===== src/hw/lpddr2_test_pkg.sv =====
`default_nettype none

package lpddr2_test_pkg;

  // avalon local port
  localparam int ADDR_W     = 29;  // word address
  localparam int DATA_W     = 32;
  localparam int BE_W       = 4;
  localparam int AVL_SIZE_W = 3;

  localparam logic [BE_W-1:0]       AVL_BE    = 4'hF;  // all lanes
  localparam logic [AVL_SIZE_W-1:0] AVL_BURST = 3'd1;  // single word

  // apb register map, byte offsets
  localparam int APB_ADDR_W = 5;

  localparam logic [APB_ADDR_W-1:0] REG_CTRL    = 5'h00;  // write only
  localparam logic [APB_ADDR_W-1:0] REG_WR_ADDR = 5'h04;
  localparam logic [APB_ADDR_W-1:0] REG_WR_DATA = 5'h08;
  localparam logic [APB_ADDR_W-1:0] REG_RD_ADDR = 5'h0C;
  localparam logic [APB_ADDR_W-1:0] REG_STATUS  = 5'h10;  // read only
  localparam logic [APB_ADDR_W-1:0] REG_RD_DATA = 5'h14;  // read only

  // ctrl go bits
  localparam int CTRL_BIT_WR = 0;
  localparam int CTRL_BIT_RD = 1;

  // status bits
  localparam int ST_BIT_INIT_DONE = 0;
  localparam int ST_BIT_CAL_FAIL  = 1;
  localparam int ST_BIT_BUSY      = 2;
  localparam int ST_BIT_RD_VALID  = 3;  // sticky until next read

  typedef enum logic {
    OP_WRITE = 1'b0,
    OP_READ  = 1'b1
  } mem_op_e;

  typedef enum logic [2:0] {
    INIT_GLOBAL_RST,
    INIT_WAIT_PLL,
    INIT_WAIT_CAL,
    INIT_READY,
    INIT_CAL_FAIL
  } init_state_e;

  typedef enum logic [1:0] {
    CMD_IDLE,
    CMD_WRITE,
    CMD_READ_REQ,
    CMD_READ_WAIT
  } cmd_state_e;

endpackage

`default_nettype wire


===== src/hw/lpddr2_apb_regs.sv =====
`default_nettype none
`timescale 1ns/1ps

module lpddr2_apb_regs (
  input  wire logic                                       CLOCK_125_p,
  input  wire logic                                       rst_n,
  // apb slave
  input  wire logic                                       psel,
  input  wire logic                                       penable,
  input  wire logic                                       pwrite,
  input  wire logic [lpddr2_test_pkg::APB_ADDR_W-1:0]     paddr,
  input  wire logic [lpddr2_test_pkg::DATA_W-1:0]         pwdata,
  output logic      [lpddr2_test_pkg::DATA_W-1:0]         prdata,
  output logic                                            pready,
  output logic                                            pslverr,
  // status sources
  input  wire logic                                       init_done,
  input  wire logic                                       cal_fail,
  input  wire logic                                       cmd_busy,
  input  wire logic [lpddr2_test_pkg::DATA_W-1:0]         rd_data,
  input  wire logic                                       rd_capture,
  // command to fsm
  output logic                                            cmd_go,
  output lpddr2_test_pkg::mem_op_e                        cmd_op,
  output logic      [lpddr2_test_pkg::ADDR_W-1:0]         cmd_wr_addr,
  output logic      [lpddr2_test_pkg::ADDR_W-1:0]         cmd_rd_addr,
  output logic      [lpddr2_test_pkg::DATA_W-1:0]         cmd_wr_data
);

  localparam int PAD_W = lpddr2_test_pkg::DATA_W - lpddr2_test_pkg::ADDR_W;

  logic                                    access;
  logic                                    wr_access;
  logic                                    ctrl_wr;
  logic                                    go_wr;
  logic                                    go_rd;
  logic                                    go_one;
  logic                                    go_refused;
  logic                                    go_ok;
  logic                                    addr_hit;
  logic                                    rd_valid;
  logic [lpddr2_test_pkg::DATA_W-1:0]      status;

  assign access    = psel && penable;  // access phase, pready always high
  assign wr_access = access && pwrite;
  assign ctrl_wr   = wr_access && (paddr == lpddr2_test_pkg::REG_CTRL);

  assign go_wr  = pwdata[lpddr2_test_pkg::CTRL_BIT_WR];
  assign go_rd  = pwdata[lpddr2_test_pkg::CTRL_BIT_RD];
  assign go_one = go_wr ^ go_rd;  // both or neither is a no-op

  // cmd_go covers the cycle before busy rises
  assign go_refused = cmd_busy || cmd_go || !init_done;
  assign go_ok      = ctrl_wr && go_one && !go_refused;

  assign pready  = 1'b1;
  assign pslverr = access && (!addr_hit || (ctrl_wr && go_one && go_refused));

  always_comb begin
    status = '0;
    status[lpddr2_test_pkg::ST_BIT_INIT_DONE] = init_done;
    status[lpddr2_test_pkg::ST_BIT_CAL_FAIL]  = cal_fail;
    status[lpddr2_test_pkg::ST_BIT_BUSY]      = cmd_busy;
    status[lpddr2_test_pkg::ST_BIT_RD_VALID]  = rd_valid;
  end

  // read mux and address decode
  always_comb begin
    addr_hit = 1'b1;
    prdata   = '0;
    case (paddr)
      lpddr2_test_pkg::REG_CTRL:    prdata = '0;  // write only
      lpddr2_test_pkg::REG_WR_ADDR: prdata = {{PAD_W{1'b0}}, cmd_wr_addr};
      lpddr2_test_pkg::REG_WR_DATA: prdata = cmd_wr_data;
      lpddr2_test_pkg::REG_RD_ADDR: prdata = {{PAD_W{1'b0}}, cmd_rd_addr};
      lpddr2_test_pkg::REG_STATUS:  prdata = status;
      lpddr2_test_pkg::REG_RD_DATA: prdata = rd_data;
      default:                      addr_hit = 1'b0;
    endcase
  end

  always_ff @(posedge CLOCK_125_p) begin
    if (!rst_n) begin
      cmd_go      <= 1'b0;
      cmd_op      <= lpddr2_test_pkg::OP_WRITE;
      rd_valid    <= 1'b0;
      cmd_wr_addr <= '0;
      cmd_rd_addr <= '0;
      cmd_wr_data <= '0;
    end else begin
      cmd_go <= go_ok;  // one cycle after the access
      if (go_ok) begin
        cmd_op <= go_rd ? lpddr2_test_pkg::OP_READ : lpddr2_test_pkg::OP_WRITE;
      end

      // new read start wins over a capture
      if (go_ok && go_rd) begin
        rd_valid <= 1'b0;
      end else if (rd_capture) begin
        rd_valid <= 1'b1;
      end

      if (wr_access && paddr == lpddr2_test_pkg::REG_WR_ADDR) begin
        cmd_wr_addr <= pwdata[lpddr2_test_pkg::ADDR_W-1:0];
      end
      if (wr_access && paddr == lpddr2_test_pkg::REG_WR_DATA) begin
        cmd_wr_data <= pwdata;
      end
      if (wr_access && paddr == lpddr2_test_pkg::REG_RD_ADDR) begin
        cmd_rd_addr <= pwdata[lpddr2_test_pkg::ADDR_W-1:0];
      end
    end
  end

endmodule

`default_nettype wire


===== src/hw/lpddr2_init_seq.sv =====
`default_nettype none
`timescale 1ns/1ps

module lpddr2_init_seq (
  input  wire logic CLOCK_125_p,
  input  wire logic rst_n,
  input  wire logic pll_locked,
  input  wire logic local_cal_success,
  input  wire logic local_cal_fail,
  output logic      global_reset_n,
  output logic      soft_reset_n,
  output logic      init_done,
  output logic      cal_fail
);

  lpddr2_test_pkg::init_state_e state;

  always_ff @(posedge CLOCK_125_p) begin
    if (!rst_n) begin
      state          <= lpddr2_test_pkg::INIT_GLOBAL_RST;
      global_reset_n <= 1'b0;
      soft_reset_n   <= 1'b0;
      init_done      <= 1'b0;
      cal_fail       <= 1'b0;
    end else begin
      case (state)
        lpddr2_test_pkg::INIT_GLOBAL_RST: begin
          global_reset_n <= 1'b1;  // first cycle out of reset
          state          <= lpddr2_test_pkg::INIT_WAIT_PLL;
        end

        lpddr2_test_pkg::INIT_WAIT_PLL: begin
          if (pll_locked) begin
            soft_reset_n <= 1'b1;
            state        <= lpddr2_test_pkg::INIT_WAIT_CAL;
          end
        end

        lpddr2_test_pkg::INIT_WAIT_CAL: begin
          if (local_cal_fail) begin
            cal_fail <= 1'b1;
            state    <= lpddr2_test_pkg::INIT_CAL_FAIL;
          end else if (local_cal_success) begin
            init_done <= 1'b1;
            state     <= lpddr2_test_pkg::INIT_READY;
          end
        end

        lpddr2_test_pkg::INIT_READY: begin
          if (local_cal_fail) begin  // late failure also ends operation
            init_done <= 1'b0;
            cal_fail  <= 1'b1;
            state     <= lpddr2_test_pkg::INIT_CAL_FAIL;
          end
        end

        lpddr2_test_pkg::INIT_CAL_FAIL: begin
          state <= lpddr2_test_pkg::INIT_CAL_FAIL;  // only rst_n leaves
        end

        default: state <= lpddr2_test_pkg::INIT_GLOBAL_RST;
      endcase
    end
  end

endmodule

`default_nettype wire


===== src/hw/avl_cmd_fsm.sv =====
`default_nettype none
`timescale 1ns/1ps

module avl_cmd_fsm (
  input  wire logic                               CLOCK_125_p,
  input  wire logic                               rst_n,
  // command from register bank
  input  wire logic                               cmd_go,
  input  wire lpddr2_test_pkg::mem_op_e           cmd_op,
  input  wire logic [lpddr2_test_pkg::ADDR_W-1:0] cmd_wr_addr,
  input  wire logic [lpddr2_test_pkg::ADDR_W-1:0] cmd_rd_addr,
  input  wire logic [lpddr2_test_pkg::DATA_W-1:0] cmd_wr_data,
  // avalon local port
  input  wire logic                               avl_ready,
  input  wire logic                               avl_rdata_valid,
  input  wire logic [lpddr2_test_pkg::DATA_W-1:0] avl_rdata,
  output logic      [lpddr2_test_pkg::ADDR_W-1:0] avl_addr,
  output logic      [lpddr2_test_pkg::DATA_W-1:0] avl_wdata,
  output logic                                    avl_write_req,
  output logic                                    avl_read_req,
  // status back to register bank
  output logic                                    cmd_busy,
  output logic      [lpddr2_test_pkg::DATA_W-1:0] rd_data,
  output logic                                    rd_capture
);

  lpddr2_test_pkg::cmd_state_e state;

  logic start;

  assign start = (state == lpddr2_test_pkg::CMD_IDLE) && cmd_go;

  // rd_data and RD_VALID load on the same edge
  assign rd_capture = (state == lpddr2_test_pkg::CMD_READ_WAIT) && avl_rdata_valid;

  always_ff @(posedge CLOCK_125_p) begin
    if (!rst_n) begin
      state         <= lpddr2_test_pkg::CMD_IDLE;
      avl_write_req <= 1'b0;
      avl_read_req  <= 1'b0;
      cmd_busy      <= 1'b0;
    end else begin
      case (state)
        lpddr2_test_pkg::CMD_IDLE: begin
          if (cmd_go) begin
            cmd_busy <= 1'b1;
            if (cmd_op == lpddr2_test_pkg::OP_READ) begin
              avl_read_req <= 1'b1;
              state        <= lpddr2_test_pkg::CMD_READ_REQ;
            end else begin
              avl_write_req <= 1'b1;
              state         <= lpddr2_test_pkg::CMD_WRITE;
            end
          end
        end

        lpddr2_test_pkg::CMD_WRITE: begin
          if (avl_ready) begin  // accepted, write is done
            avl_write_req <= 1'b0;
            cmd_busy      <= 1'b0;
            state         <= lpddr2_test_pkg::CMD_IDLE;
          end
        end

        lpddr2_test_pkg::CMD_READ_REQ: begin
          if (avl_ready) begin
            avl_read_req <= 1'b0;
            state        <= lpddr2_test_pkg::CMD_READ_WAIT;
          end
        end

        lpddr2_test_pkg::CMD_READ_WAIT: begin
          if (avl_rdata_valid) begin
            cmd_busy <= 1'b0;
            state    <= lpddr2_test_pkg::CMD_IDLE;
          end
        end

        default: state <= lpddr2_test_pkg::CMD_IDLE;
      endcase
    end
  end

  // operands held from go until acceptance
  always_ff @(posedge CLOCK_125_p) begin
    if (start) begin
      avl_addr  <= (cmd_op == lpddr2_test_pkg::OP_READ) ? cmd_rd_addr : cmd_wr_addr;
      avl_wdata <= cmd_wr_data;
    end
    if (rd_capture) begin
      rd_data <= avl_rdata;
    end
  end

endmodule

`default_nettype wire


===== src/hw/lpddr2_test_ctrl.sv =====
`default_nettype none
`timescale 1ns/1ps

module lpddr2_test_ctrl (
  input  wire logic                                   CLOCK_125_p,
  input  wire logic                                   rst_n,
  // apb slave
  input  wire logic                                   psel,
  input  wire logic                                   penable,
  input  wire logic                                   pwrite,
  input  wire logic [lpddr2_test_pkg::APB_ADDR_W-1:0] paddr,
  input  wire logic [lpddr2_test_pkg::DATA_W-1:0]     pwdata,
  output logic      [lpddr2_test_pkg::DATA_W-1:0]     prdata,
  output logic                                        pready,
  output logic                                        pslverr,
  // memory controller resets and status
  output logic                                        global_reset_n,
  output logic                                        soft_reset_n,
  input  wire logic                                   pll_locked,
  input  wire logic                                   local_cal_success,
  input  wire logic                                   local_cal_fail,
  // avalon local port
  output logic      [lpddr2_test_pkg::ADDR_W-1:0]     avl_addr,
  output logic      [lpddr2_test_pkg::DATA_W-1:0]     avl_wdata,
  output logic      [lpddr2_test_pkg::BE_W-1:0]       avl_be,
  output logic      [lpddr2_test_pkg::AVL_SIZE_W-1:0] avl_size,
  output logic                                        avl_write_req,
  output logic                                        avl_read_req,
  input  wire logic                                   avl_ready,
  input  wire logic                                   avl_rdata_valid,
  input  wire logic [lpddr2_test_pkg::DATA_W-1:0]     avl_rdata
);

  logic                                cmd_go;
  lpddr2_test_pkg::mem_op_e            cmd_op;
  logic [lpddr2_test_pkg::ADDR_W-1:0]  cmd_wr_addr;
  logic [lpddr2_test_pkg::ADDR_W-1:0]  cmd_rd_addr;
  logic [lpddr2_test_pkg::DATA_W-1:0]  cmd_wr_data;
  logic                                cmd_busy;
  logic [lpddr2_test_pkg::DATA_W-1:0]  rd_data;
  logic                                rd_capture;
  logic                                init_done;
  logic                                cal_fail;

  assign avl_be   = lpddr2_test_pkg::AVL_BE;     // full word writes only
  assign avl_size = lpddr2_test_pkg::AVL_BURST;

  lpddr2_apb_regs regs_i (
    .CLOCK_125_p (CLOCK_125_p),
    .rst_n       (rst_n),
    .psel        (psel),
    .penable     (penable),
    .pwrite      (pwrite),
    .paddr       (paddr),
    .pwdata      (pwdata),
    .prdata      (prdata),
    .pready      (pready),
    .pslverr     (pslverr),
    .init_done   (init_done),
    .cal_fail    (cal_fail),
    .cmd_busy    (cmd_busy),
    .rd_data     (rd_data),
    .rd_capture  (rd_capture),
    .cmd_go      (cmd_go),
    .cmd_op      (cmd_op),
    .cmd_wr_addr (cmd_wr_addr),
    .cmd_rd_addr (cmd_rd_addr),
    .cmd_wr_data (cmd_wr_data)
  );

  lpddr2_init_seq init_i (
    .CLOCK_125_p       (CLOCK_125_p),
    .rst_n             (rst_n),
    .pll_locked        (pll_locked),
    .local_cal_success (local_cal_success),
    .local_cal_fail    (local_cal_fail),
    .global_reset_n    (global_reset_n),
    .soft_reset_n      (soft_reset_n),
    .init_done         (init_done),
    .cal_fail          (cal_fail)
  );

  avl_cmd_fsm cmd_i (
    .CLOCK_125_p     (CLOCK_125_p),
    .rst_n           (rst_n),
    .cmd_go          (cmd_go),
    .cmd_op          (cmd_op),
    .cmd_wr_addr     (cmd_wr_addr),
    .cmd_rd_addr     (cmd_rd_addr),
    .cmd_wr_data     (cmd_wr_data),
    .avl_ready       (avl_ready),
    .avl_rdata_valid (avl_rdata_valid),
    .avl_rdata       (avl_rdata),
    .avl_addr        (avl_addr),
    .avl_wdata       (avl_wdata),
    .avl_write_req   (avl_write_req),
    .avl_read_req    (avl_read_req),
    .cmd_busy        (cmd_busy),
    .rd_data         (rd_data),
    .rd_capture      (rd_capture)
  );

endmodule

`default_nettype wire


===== config.mk =====
export PLATFORM = sky130hd
export DESIGN_NAME = lpddr2_test_ctrl
export DESIGN_NICKNAME = d
export VERILOG_FILES = /design/src/hw/lpddr2_test_pkg.sv /design/src/hw/lpddr2_apb_regs.sv /design/src/hw/lpddr2_init_seq.sv /design/src/hw/avl_cmd_fsm.sv /design/src/hw/lpddr2_test_ctrl.sv
export SDC_FILE = /design/constraint.sdc
export NUM_CORES = 1
export LEC_CHECK = 0
export ABC_AREA = 0
export BUFFER_PORTS_ARGS = -buffer_cell sky130_fd_sc_hd__buf_4
export CORE_UTILIZATION = 40
export CTS_CLUSTER_SIZE = 16
export DETAILED_ROUTE_END_ITERATION = 16
export GPL_ROUTABILITY_DRIVEN = 0
export MAX_ROUTING_LAYER = met4
export PLACE_DENSITY = 0.59
export REMOVE_ABC_BUFFERS = 1
export SETUP_SLACK_MARGIN = 0.1
export SLEW_MARGIN = 20
export SYNTH_ARGS = -nofsm -noshare
export SYNTH_HDL_FRONTEND = slang
export SYNTH_SLANG_ARGS = --single-unit
export TNS_END_PERCENT = 50

===== constraint.sdc =====
create_clock -name CLOCK_125_p -period 4.24 [get_ports CLOCK_125_p]
set_clock_uncertainty 0.2 [all_clocks]
set_input_delay 0 -clock CLOCK_125_p [delete_from_list [all_inputs] [get_ports CLOCK_125_p]]
set_output_delay 0 -clock CLOCK_125_p [all_outputs]
set_load 0.01 [all_outputs]

==> impl_metrics.tcl, run 1 <==
set metrics [dict create \
    status "finished clean" \
    drtPass1Iterations 7 \
    ys_ff_latch 198 \
    ys_top_cells_by_area "edfxtp_1 35%, dfxtp_1 26%, mux2i_1 14%" \
    die_w_um 144 \
    swShare_pct 20.6 \
    crit_type "input pin to flop" \
    syn_area_sq_um 8080 \
    finalNetCount 977 \
    p_sw_mw 0.793 \
    rows 51 \
    grt_pass1_wl_um 31900 \
    clockPowerShare_pct 42.2 \
    crit_family "buffers and inverters" \
    drc_errors 0 \
    max_freq_mhz 350 \
    hold_viol 0 \
    grt_start_max_net_pins 99 \
    cts-buffers-inserted 17 \
    io_pins 185 \
    peakVddDrop_mv 0.210 \
    cp.buffers_inverters 4 \
    antenna_found_initial 0 \
    cp-end-kind "flop" \
    grt_pass1_vias 6102 \
    grt_remaining_overflow 0 \
    start_kind "input pin" \
    path_cells "dlygate4sd3_1 > buf_4 > or4_1 > dlygate4sd3_1 > nor4_1 > a21oi_1 > dlygate4sd3_1" \
    antenna_cells 0 \
    hold_path.class "input pin to flop" \
    p_total_mw 3.85 \
    drv_slew 0 \
    wirelength_um 20700 \
    postCtsSetupBuffers 0 \
    drive_above_1_share_pct 27.8 \
    power_per_cell_area_nw_per_um2 353 \
    seq_area_frac_synth_pct 60.6 \
    drtIter0Drc 244 \
    tritoncts "done" \
    setup_viol 0 \
    grt.total_usage_pct 21.2 \
    coreArea_sq_um 19700 \
    p_seq_share_pct 51.9 \
    synth-edff-count 93 \
    synth_top_flop_cell "dfxtp_1" \
    fin_tns_setup_ps 0 \
    final_cells 1176 \
    crit_path_top_delay_cell "dlygate4sd3_1" \
    p_leak_nw 4.19 \
    clock_latency_ps 420 \
    cpMostUsedCell "dlygate4sd3_1" \
    vias 5918 \
    syn-instance-count 667 \
    synth_cell_types 41 \
    worstPathMaxFanout 8 \
    slew_headroom_pct 31.3 \
    crit_required_ps 4350 \
    fin_util_pct 55.6 \
    internal-power_mw 3.06 \
    via_per_inst 5.03 \
    yosysWarnings 0 \
    yosys.area.top_type "edfxtp_1" \
    clk_pin_slew_ps 70 \
    clock-sinks 198 \
    tightest_slew_ps 1030 \
    pwr-share-comb_pct 5.9 \
    async_flop_share_pct 0 \
    arrival_ps 2960 \
    fin_crit_ps 2860 \
    ctsLongestPathBuffers 2 \
    synth_most_common_cell "nand2_1" \
    avgRoutedWirePerCell_um 17.6 \
    port_buffers 176 \
    dp_hpwl_um 12800 \
    placed_cells 1068 \
    post-route-period-util_pct 67.3 \
    max_stage_delay_ps 600 \
    htreeDepth 4 \
    die-height_um 144 \
    cts_root_buffer "clkbuf_16" \
    synth_top_area_share_pct 34.6 \
    syn_to_final_growth_pct 35.3 \
    synth.avg_cell_area_sq_um 12.1 \
    cap_violations 0 \
    dieArea_sq_um 20800 \
    antenna_left 0 \
    start_util_pct 41.1 \
    timing.hold.ws_ps 19.9 \
    rsz0062_at_grt "false" \
    synth_common_cells "128 x nand2_1, 116 x mux2i_1, 105 x dfxtp_1, 93 x edfxtp_1, 37 x nor2_1" \
]
-- per-stage QoR --
stage | cell area (sq um) | worst slack [ps]
after floorplan | 7840 | 469
after global placement | 9580 | 1700
after detailed placement | 9580 | 1680
after CTS | 10900 | 1450
after global routing | 10900 | 1230
final | 10900 | 1380
-- layer usage --
layer | part of all wire [%] | routed length, um | vias to the layer above | GRT usage [%]
met2 | 52 | 10700 | 193 | 37.0
met1 | 42 | 8620 | 2852 | 23.9
met4 | 2.2 | 450 | 0 | 9.29
met5 | 0 | 0 | - | -
met3 | 4.7 | 970 | 35 | 3.51
li1 | - | - | 2838 | -
-- registers in the layout (all words and copies together) (netlist names), 2 cells and up --
register / count
cmd_i.avl_addr: 29
cmd_i.avl_wdata: 32
cmd_i.rd_data: 32
cmd_i.state: 2
init_i.state: 3
regs_i.cmd_rd_addr: 29
regs_i.cmd_wr_addr: 29
regs_i.cmd_wr_data: 32
-- placed cells by master, fill, tap and decap left out, types with 5 or more instances in the layout --
cell           instances
conb_1                 8
mux2i_1              116
clkbuf_1               5
dfxtp_1              104
edfxtp_1              93
mux2_2                33
dlygate4sd3_1         76
nand2b_1               6
buf_4                182
inv_1                  5
a221o_1               25
nand2_1              128
a21oi_1                7
nor2_1                33
clkbuf_16             17
nand3_1               13
-- tightest hold or removal path: cells and delay by family --
kind | cells | cell delay (ps)
buf+inv | 1 | 120
mux | 1 | 140
simple gates | 2 | 330
-- power groups by stage --
| stage | clock [mW] | combinational, mW | sequential [mW] |
|---|---|---|---|
| after global routing | 1.74 | 0.245 | 2.00 |
| after global placement | 0 | 0.167 | 2.04 |
| final | 1.63 | 0.227 | 2.00 |
| after floorplan | 0 | 0.0542 | 2.04 |
| after CTS | 1.67 | 0.227 | 2.00 |
| after detailed placement | 0 | 0.171 | 2.04 |
-- cell type report --
class,count,area (sq um)
fillers,1716,8730
well taps,265,332
flip-flops and latches,198,4900
clock buffers,23,458
repair buffers,258,2130
multi-input cells,418,2970
clock inverters,9,131
inverters,5,18.8
-- kinds of logic after synthesis --
logic type / count (synthesis) / synth area share (%)
other: 2 / 0.0930
AND/OR/NAND/NOR: 208 / 11.3
flip-flops: 198 / 60.6
XOR/XNOR: 1 / 0.108
multiplexers: 149 / 19.0
buffers and inverters: 57 / 3.42
AO/OA/AOI/OAI: 52 / 5.45
-- final timing paths --
| check | from | to | slack (ps) | cells past startpoint |
|---|---|---|---|---|
| hold / removal | penable | regs_i.cmd_wr_addr[17] | 20 | 4 |
| setup reg to reg | cmd_i.state[1] | regs_i.rd_valid | 1600 | 4 |
| hold reg to reg | regs_i.cmd_wr_data[28] | cmd_i.avl_wdata[28] | 260 | 0 |
| setup / recovery | paddr[2] | regs_i.rd_valid | 1380 | 7 |
-- timing repair --
action                    CTS  global route
hold endpoints to repair  136             0
resized for setup           0             0
hold buffers               76             0
No activity file was read; power rests on OpenSTA's default activity.
==> inputs of run 2 (changes only) <==
--- a/config.mk
+++ b/config.mk
@@ -12,7 +12,7 @@
 export DETAILED_ROUTE_END_ITERATION = 16
 export GPL_ROUTABILITY_DRIVEN = 0
 export MAX_ROUTING_LAYER = met4
-export PLACE_DENSITY = 0.59
+export PLACE_DENSITY = 0.62
 export REMOVE_ABC_BUFFERS = 1
 export SETUP_SLACK_MARGIN = 0.1
 export SLEW_MARGIN = 20
==> constraint.sdc (replaced) <==
create_clock -name CLOCK_125_p -period 2.4 [get_ports CLOCK_125_p]
set_clock_uncertainty 0.2 [all_clocks]
set_input_delay 0 -clock CLOCK_125_p [delete_from_list [all_inputs] [get_ports CLOCK_125_p]]
set_output_delay 0 -clock CLOCK_125_p [all_outputs]
set_load 0.01 [all_outputs]
==> run 2 against run 1 <==
Compared with the run above:
- register-to-register slack worse by 980 ps
- global-route usage up 0.86 points
- final cell count rose by 2.7%
- core utilization rose by 2.0 points
- die area unchanged
- flip-flop and latch count unchanged
- largest cell class unchanged
==> impl_metrics.tcl, run 2 (synthesis results as in run 1) <==
set metrics [dict create \
    rsz0062_at_grt "false" \
    place_worst_setup_slack_ps 240 \
    status "finished clean" \
    fin_crit_ps 2200 \
    pwr-share-comb_pct 6.1 \
    cap_violations 0 \
    fin_tns_setup_ps 0 \
    top_regs "cmd_i.avl_wdata x32, cmd_i.rd_data x32, regs_i.cmd_wr_data x32" \
    grt.total_usage_pct 22.1 \
    syn_to_final_growth_pct 40.1 \
    grt_pass1_wl_um 33000 \
    io_pins 185 \
    drive_above_1_share_pct 28.3 \
    cp-end-kind "output port" \
    placed_area_sq_um 9750 \
    clock_latency_ps 430 \
    clockPowerShare_pct 42.0 \
    start_kind "input pin" \
    p_leak_nw 4.42 \
    fill_cells 1684 \
    vias 6082 \
    grt_pass1_vias 6276 \
    finalNetCount 1009 \
    hold_viol 0 \
    crit_type "input pin to output port" \
    dp_hpwl_um 13500 \
    clk_pin_slew_ps 70 \
    cts_root_buffer "clkbuf_16" \
    antenna_cells 0 \
    arrival_ps 2000 \
    drtPass1Iterations 6 \
    fin_util_pct 57.6 \
    p_sw_mw 1.46 \
    die_w_um 144 \
    worstPathMaxFanout 8 \
    internal-power_mw 5.35 \
    dieArea_sq_um 20800 \
    ctsLongestPathBuffers 2 \
    max_freq_mhz 454 \
    layout_setup_ws_ps 196 \
    cts-buffers-inserted 17 \
    peakVddDrop_mv 0.456 \
    antenna_left 0 \
    start_util_pct 41.1 \
    avgRoutedWirePerCell_um 17.9 \
    post-route-period-util_pct 91.8 \
    setup_viol 0 \
    rows 51 \
    port_buffers 176 \
    swShare_pct 21.4 \
    drc_errors 0 \
    hold_path.class "input pin to flop" \
    coreArea_sq_um 19700 \
    power_per_cell_area_nw_per_um2 602 \
    antenna_found_initial 0 \
    postCtsSetupBuffers 0 \
    crit_required_ps 2200 \
    layout.cells.most_common "buf_4" \
    tritoncts "done" \
    via_per_inst 5.03 \
    htreeDepth 4 \
    slew_headroom_pct 54.8 \
    clock-sinks 198 \
    die-height_um 144 \
    drv_slew 0 \
    tightest_slew_ps 669 \
    final_cell_mix "186 x buf_4, 128 x nand2_1, 116 x mux2i_1, 104 x dfxtp_1, 96 x dlygate4sd3_1" \
    grt_remaining_overflow 0 \
    wirelength_um 21600 \
    fin_area_sq_um 11300 \
    drtIter0Drc 350 \
    p_seq_share_pct 51.8 \
    grt_start_max_net_pins 86 \
]
-- run 2: timing repair --
action | in CTS | in global routing
endpoints found under the hold margin | 137 | 2
resized for setup | 0 | 2
hold buffers | 97 | 1
setup endpoints to repair | 0 | 14
-- run 2: power groups by stage --
stage                     registers [mW]  clock network (mW)  logic (mW)
after floorplan                     3.61                   0      0.0958
after global placement              3.61                   0       0.307
after detailed placement            3.61                   0       0.313
after CTS                           3.53                2.91       0.415
after global routing                3.53                3.04       0.449
final                               3.53                2.86       0.417
-- run 2: final timing paths --
check                             end              startpoint  slack, ps  depth (start not counted)
setup / recovery              pslverr                paddr[0]        200                          6
hold / removal      cmd_i.rd_data[17]           avl_rdata[17]         80                          2
setup reg to reg      init_i.state[0]         init_i.state[1]        620                          3
hold reg to reg   cmd_i.avl_wdata[22]  regs_i.cmd_wr_data[22]        260                          0
-- run 2: area by class of cell --
| type | count | area [sq um] | area share (%) |
|---|---|---|---|
| Tap cell | 265 | 332 | 2.93 |
| Inverter | 5 | 18.8 | 0.166 |
| Multi-Input combinational cell | 418 | 2970 | 26.3 |
| Clock buffer | 22 | 464 | 4.10 |
| Sequential cell | 198 | 4900 | 43.3 |
| Clock inverter | 10 | 123 | 1.08 |
| Timing Repair Buffer | 290 | 2510 | 22.2 |
-- run 2: worst max-delay path, stage by stage --
cell	delay [ps]
buf_4	140
dlygate4sd3_1	560
or4_1	420
or4b_1	540
a21oi_1	190
buf_4	150
-- run 2: layer usage --
| layer | routed length, um | track usage, % | vias up |
|---|---|---|---|
| met1 | 9260 | 26.1 | 2970 |
| met4 | 310 | 7.33 | 0 |
| met3 | 956 | 4.01 | 20 |
| met5 | 0 | - | - |
| li1 | - | - | 2909 |
| met2 | 11000 | 37.8 | 183 |
-- run 2: stage by stage --
step | total power, mW | std cells | hold WS [ps]
after CTS | 6.85 | 1208 | 62.9
final | 6.81 | 1208 | 78.9
after global routing | 7.02 | 1208 | 70.2
after detailed placement | 3.92 | 1079 | -20.5
after floorplan | 3.70 | 621 | -111
after global placement | 3.91 | 1079 | -20.7
==> inputs of run 3 (changes only) <==
--- a/config.mk
+++ b/config.mk
@@ -7,6 +7,7 @@
 export LEC_CHECK = 0
 export ABC_AREA = 0
 export BUFFER_PORTS_ARGS = -buffer_cell sky130_fd_sc_hd__buf_4
+export CORE_ASPECT_RATIO = 1.25
 export CORE_UTILIZATION = 40
 export CTS_CLUSTER_SIZE = 16
 export DETAILED_ROUTE_END_ITERATION = 16
@@ -15,7 +16,7 @@
 export PLACE_DENSITY = 0.62
 export REMOVE_ABC_BUFFERS = 1
 export SETUP_SLACK_MARGIN = 0.1
-export SLEW_MARGIN = 20
+export SLEW_MARGIN = 15
 export SYNTH_ARGS = -nofsm -noshare
 export SYNTH_HDL_FRONTEND = slang
 export SYNTH_SLANG_ARGS = --single-unit
==> run 3 against run 2 <==
Compared with the run above:
- combinational power increased by 5.5%
- final cell count decreased by 0.33%
- via count increased by 1.0%
- sequential power about the same
- critical path type unchanged
- highest routed layer unchanged
==> impl_metrics.tcl, run 3 (synthesis results as in run 1) <==
set metrics [dict create \
    cp-startpoint "paddr[2]" \
    crit_type "input pin to output port" \
    drtPass1Iterations 5 \
    ctsLongestPathBuffers 2 \
    power_per_cell_area_nw_per_um2 591 \
    vias 6143 \
    antenna_left 0 \
    p_sw_mw 1.51 \
    cp-end-kind "output port" \
    status "finished clean" \
    timing.hold.ws_ps 68.1 \
    cts_root_buffer "clkbuf_16" \
    final_cells 1204 \
    fill_cells 1682 \
    start_kind "input pin" \
    peakVddDrop_mv 0.474 \
    final_cell_mix "191 x buf_4, 128 x nand2_1, 116 x mux2i_1, 103 x dfxtp_1, 93 x edfxtp_1" \
    die-height_um 161 \
    fin_tns_setup_ps 0 \
    grt_pass1_vias 6387 \
    top_regs "cmd_i.avl_wdata x32, cmd_i.rd_data x32, regs_i.cmd_wr_data x32" \
    cts-buffers-inserted 17 \
    hold_viol 0 \
    rows 57 \
    swShare_pct 22.9 \
    dieArea_sq_um 20800 \
    min-delay-start "avl_rdata[20]" \
    arrival_ps 2090 \
    grt_remaining_overflow 0 \
    p_leak_nw 4.32 \
    drc_errors 0 \
    dp_hpwl_um 13800 \
    grt.total_usage_pct 22.6 \
    r2r_slack_ps 130 \
    fin_area_sq_um 11200 \
    grt_pass1_wl_um 34100 \
    clock-sinks 198 \
    pwr-share-comb_pct 6.7 \
    fin_util_pct 57.1 \
    max_freq_mhz 436 \
    finalNetCount 1005 \
    drtIter0Drc 297 \
    rsz0062_at_grt "true" \
    htreeDepth 4 \
    clockPowerShare_pct 40.0 \
    tightest_slew_ps 724 \
    wirelength_um 22100 \
    worstPathMaxFanout 8 \
    die_w_um 129 \
    cap_violations 0 \
    port_buffers 176 \
    io_pins 185 \
    setup_viol 0 \
    slew_headroom_pct 51.1 \
    crit_required_ps 2200 \
    post-route-period-util_pct 95.6 \
    clock_latency_ps 440 \
    coreArea_sq_um 19600 \
    p_seq_share_pct 53.3 \
    hold_path.class "input pin to flop" \
    placed_area_sq_um 9730 \
    antenna_found_initial 0 \
    place_worst_setup_slack_ps 409 \
    antenna_cells 0 \
    internal-power_mw 5.10 \
    drive_above_1_share_pct 29.0 \
    layout_setup_ws_ps 105 \
    avgRoutedWirePerCell_um 18.3 \
    p_total_mw 6.62 \
    start_util_pct 41.2 \
    fin_crit_ps 2290 \
    layout.cells.most_common "buf_4" \
    via_per_inst 5.10 \
    r2r-start "cmd_i.cmd_busy" \
    tritoncts "done" \
    grt_start_max_net_pins 62 \
    placed_cells 1081 \
    drv_slew 0 \
    clk_pin_slew_ps 70 \
    syn_to_final_growth_pct 38.6 \
]
run 3: final timing paths:
| kind | endpoint | cells after the start |
|---|---|---|
| worst max-delay path | pslverr | 6 |
| worst min-delay path | cmd_i.rd_data[20] | 2 |
| worst max register to register | regs_i.cmd_go | 4 |
| worst min register to register | cmd_i.avl_wdata[19] | 0 |
run 3: cell type report:
| class | instances | area (sq um) | area share, % |
|---|---|---|---|
| sequential | 198 | 4900 | 43.8 |
| multi-input combinational | 418 | 2980 | 26.6 |
| tap | 265 | 332 | 2.96 |
| timing repair buffer | 286 | 2430 | 21.8 |
| inverter | 5 | 18.8 | 0.168 |
| clock inverter | 13 | 103 | 0.917 |
| clock buffer | 19 | 433 | 3.87 |
run 3: power by group through the flow:
| stage | sequential, mW | clock (mW) | combinational (mW) |
|---|---|---|---|
| 3_3_place_gp | 3.61 | 0 | 0.310 |
| 6_report | 3.53 | 2.65 | 0.440 |
| 2_1_floorplan | 3.61 | 0 | 0.0958 |
| 4_1_cts | 3.53 | 2.69 | 0.437 |
| 3_5_place_dp | 3.61 | 0 | 0.317 |
| 5_1_grt | 3.53 | 2.83 | 0.469 |
run 3: what timing repair did:
action	4_1_cts	5_1_grt
endpoints found under the setup margin	0	5
buffers inserted	0	0
hold endpoints to repair	137	1
hold buffers	90	1
gates resized for setup	0	3
run 3: critical path: stages:
cell,delay (ps)
dlygate4sd3_1,550
buf_4,180
or4_4,540
or4b_1,530
a21oi_1,160
buf_4,140
run 3: metal layers:
metal	up-vias	routed length [um]	GRT usage, %
li1	2907	-	-
met3	27	789	3.73
met1	3014	9410	25.9
met2	195	11500	39.4
met4	0	396	7.97
met5	-	0	-
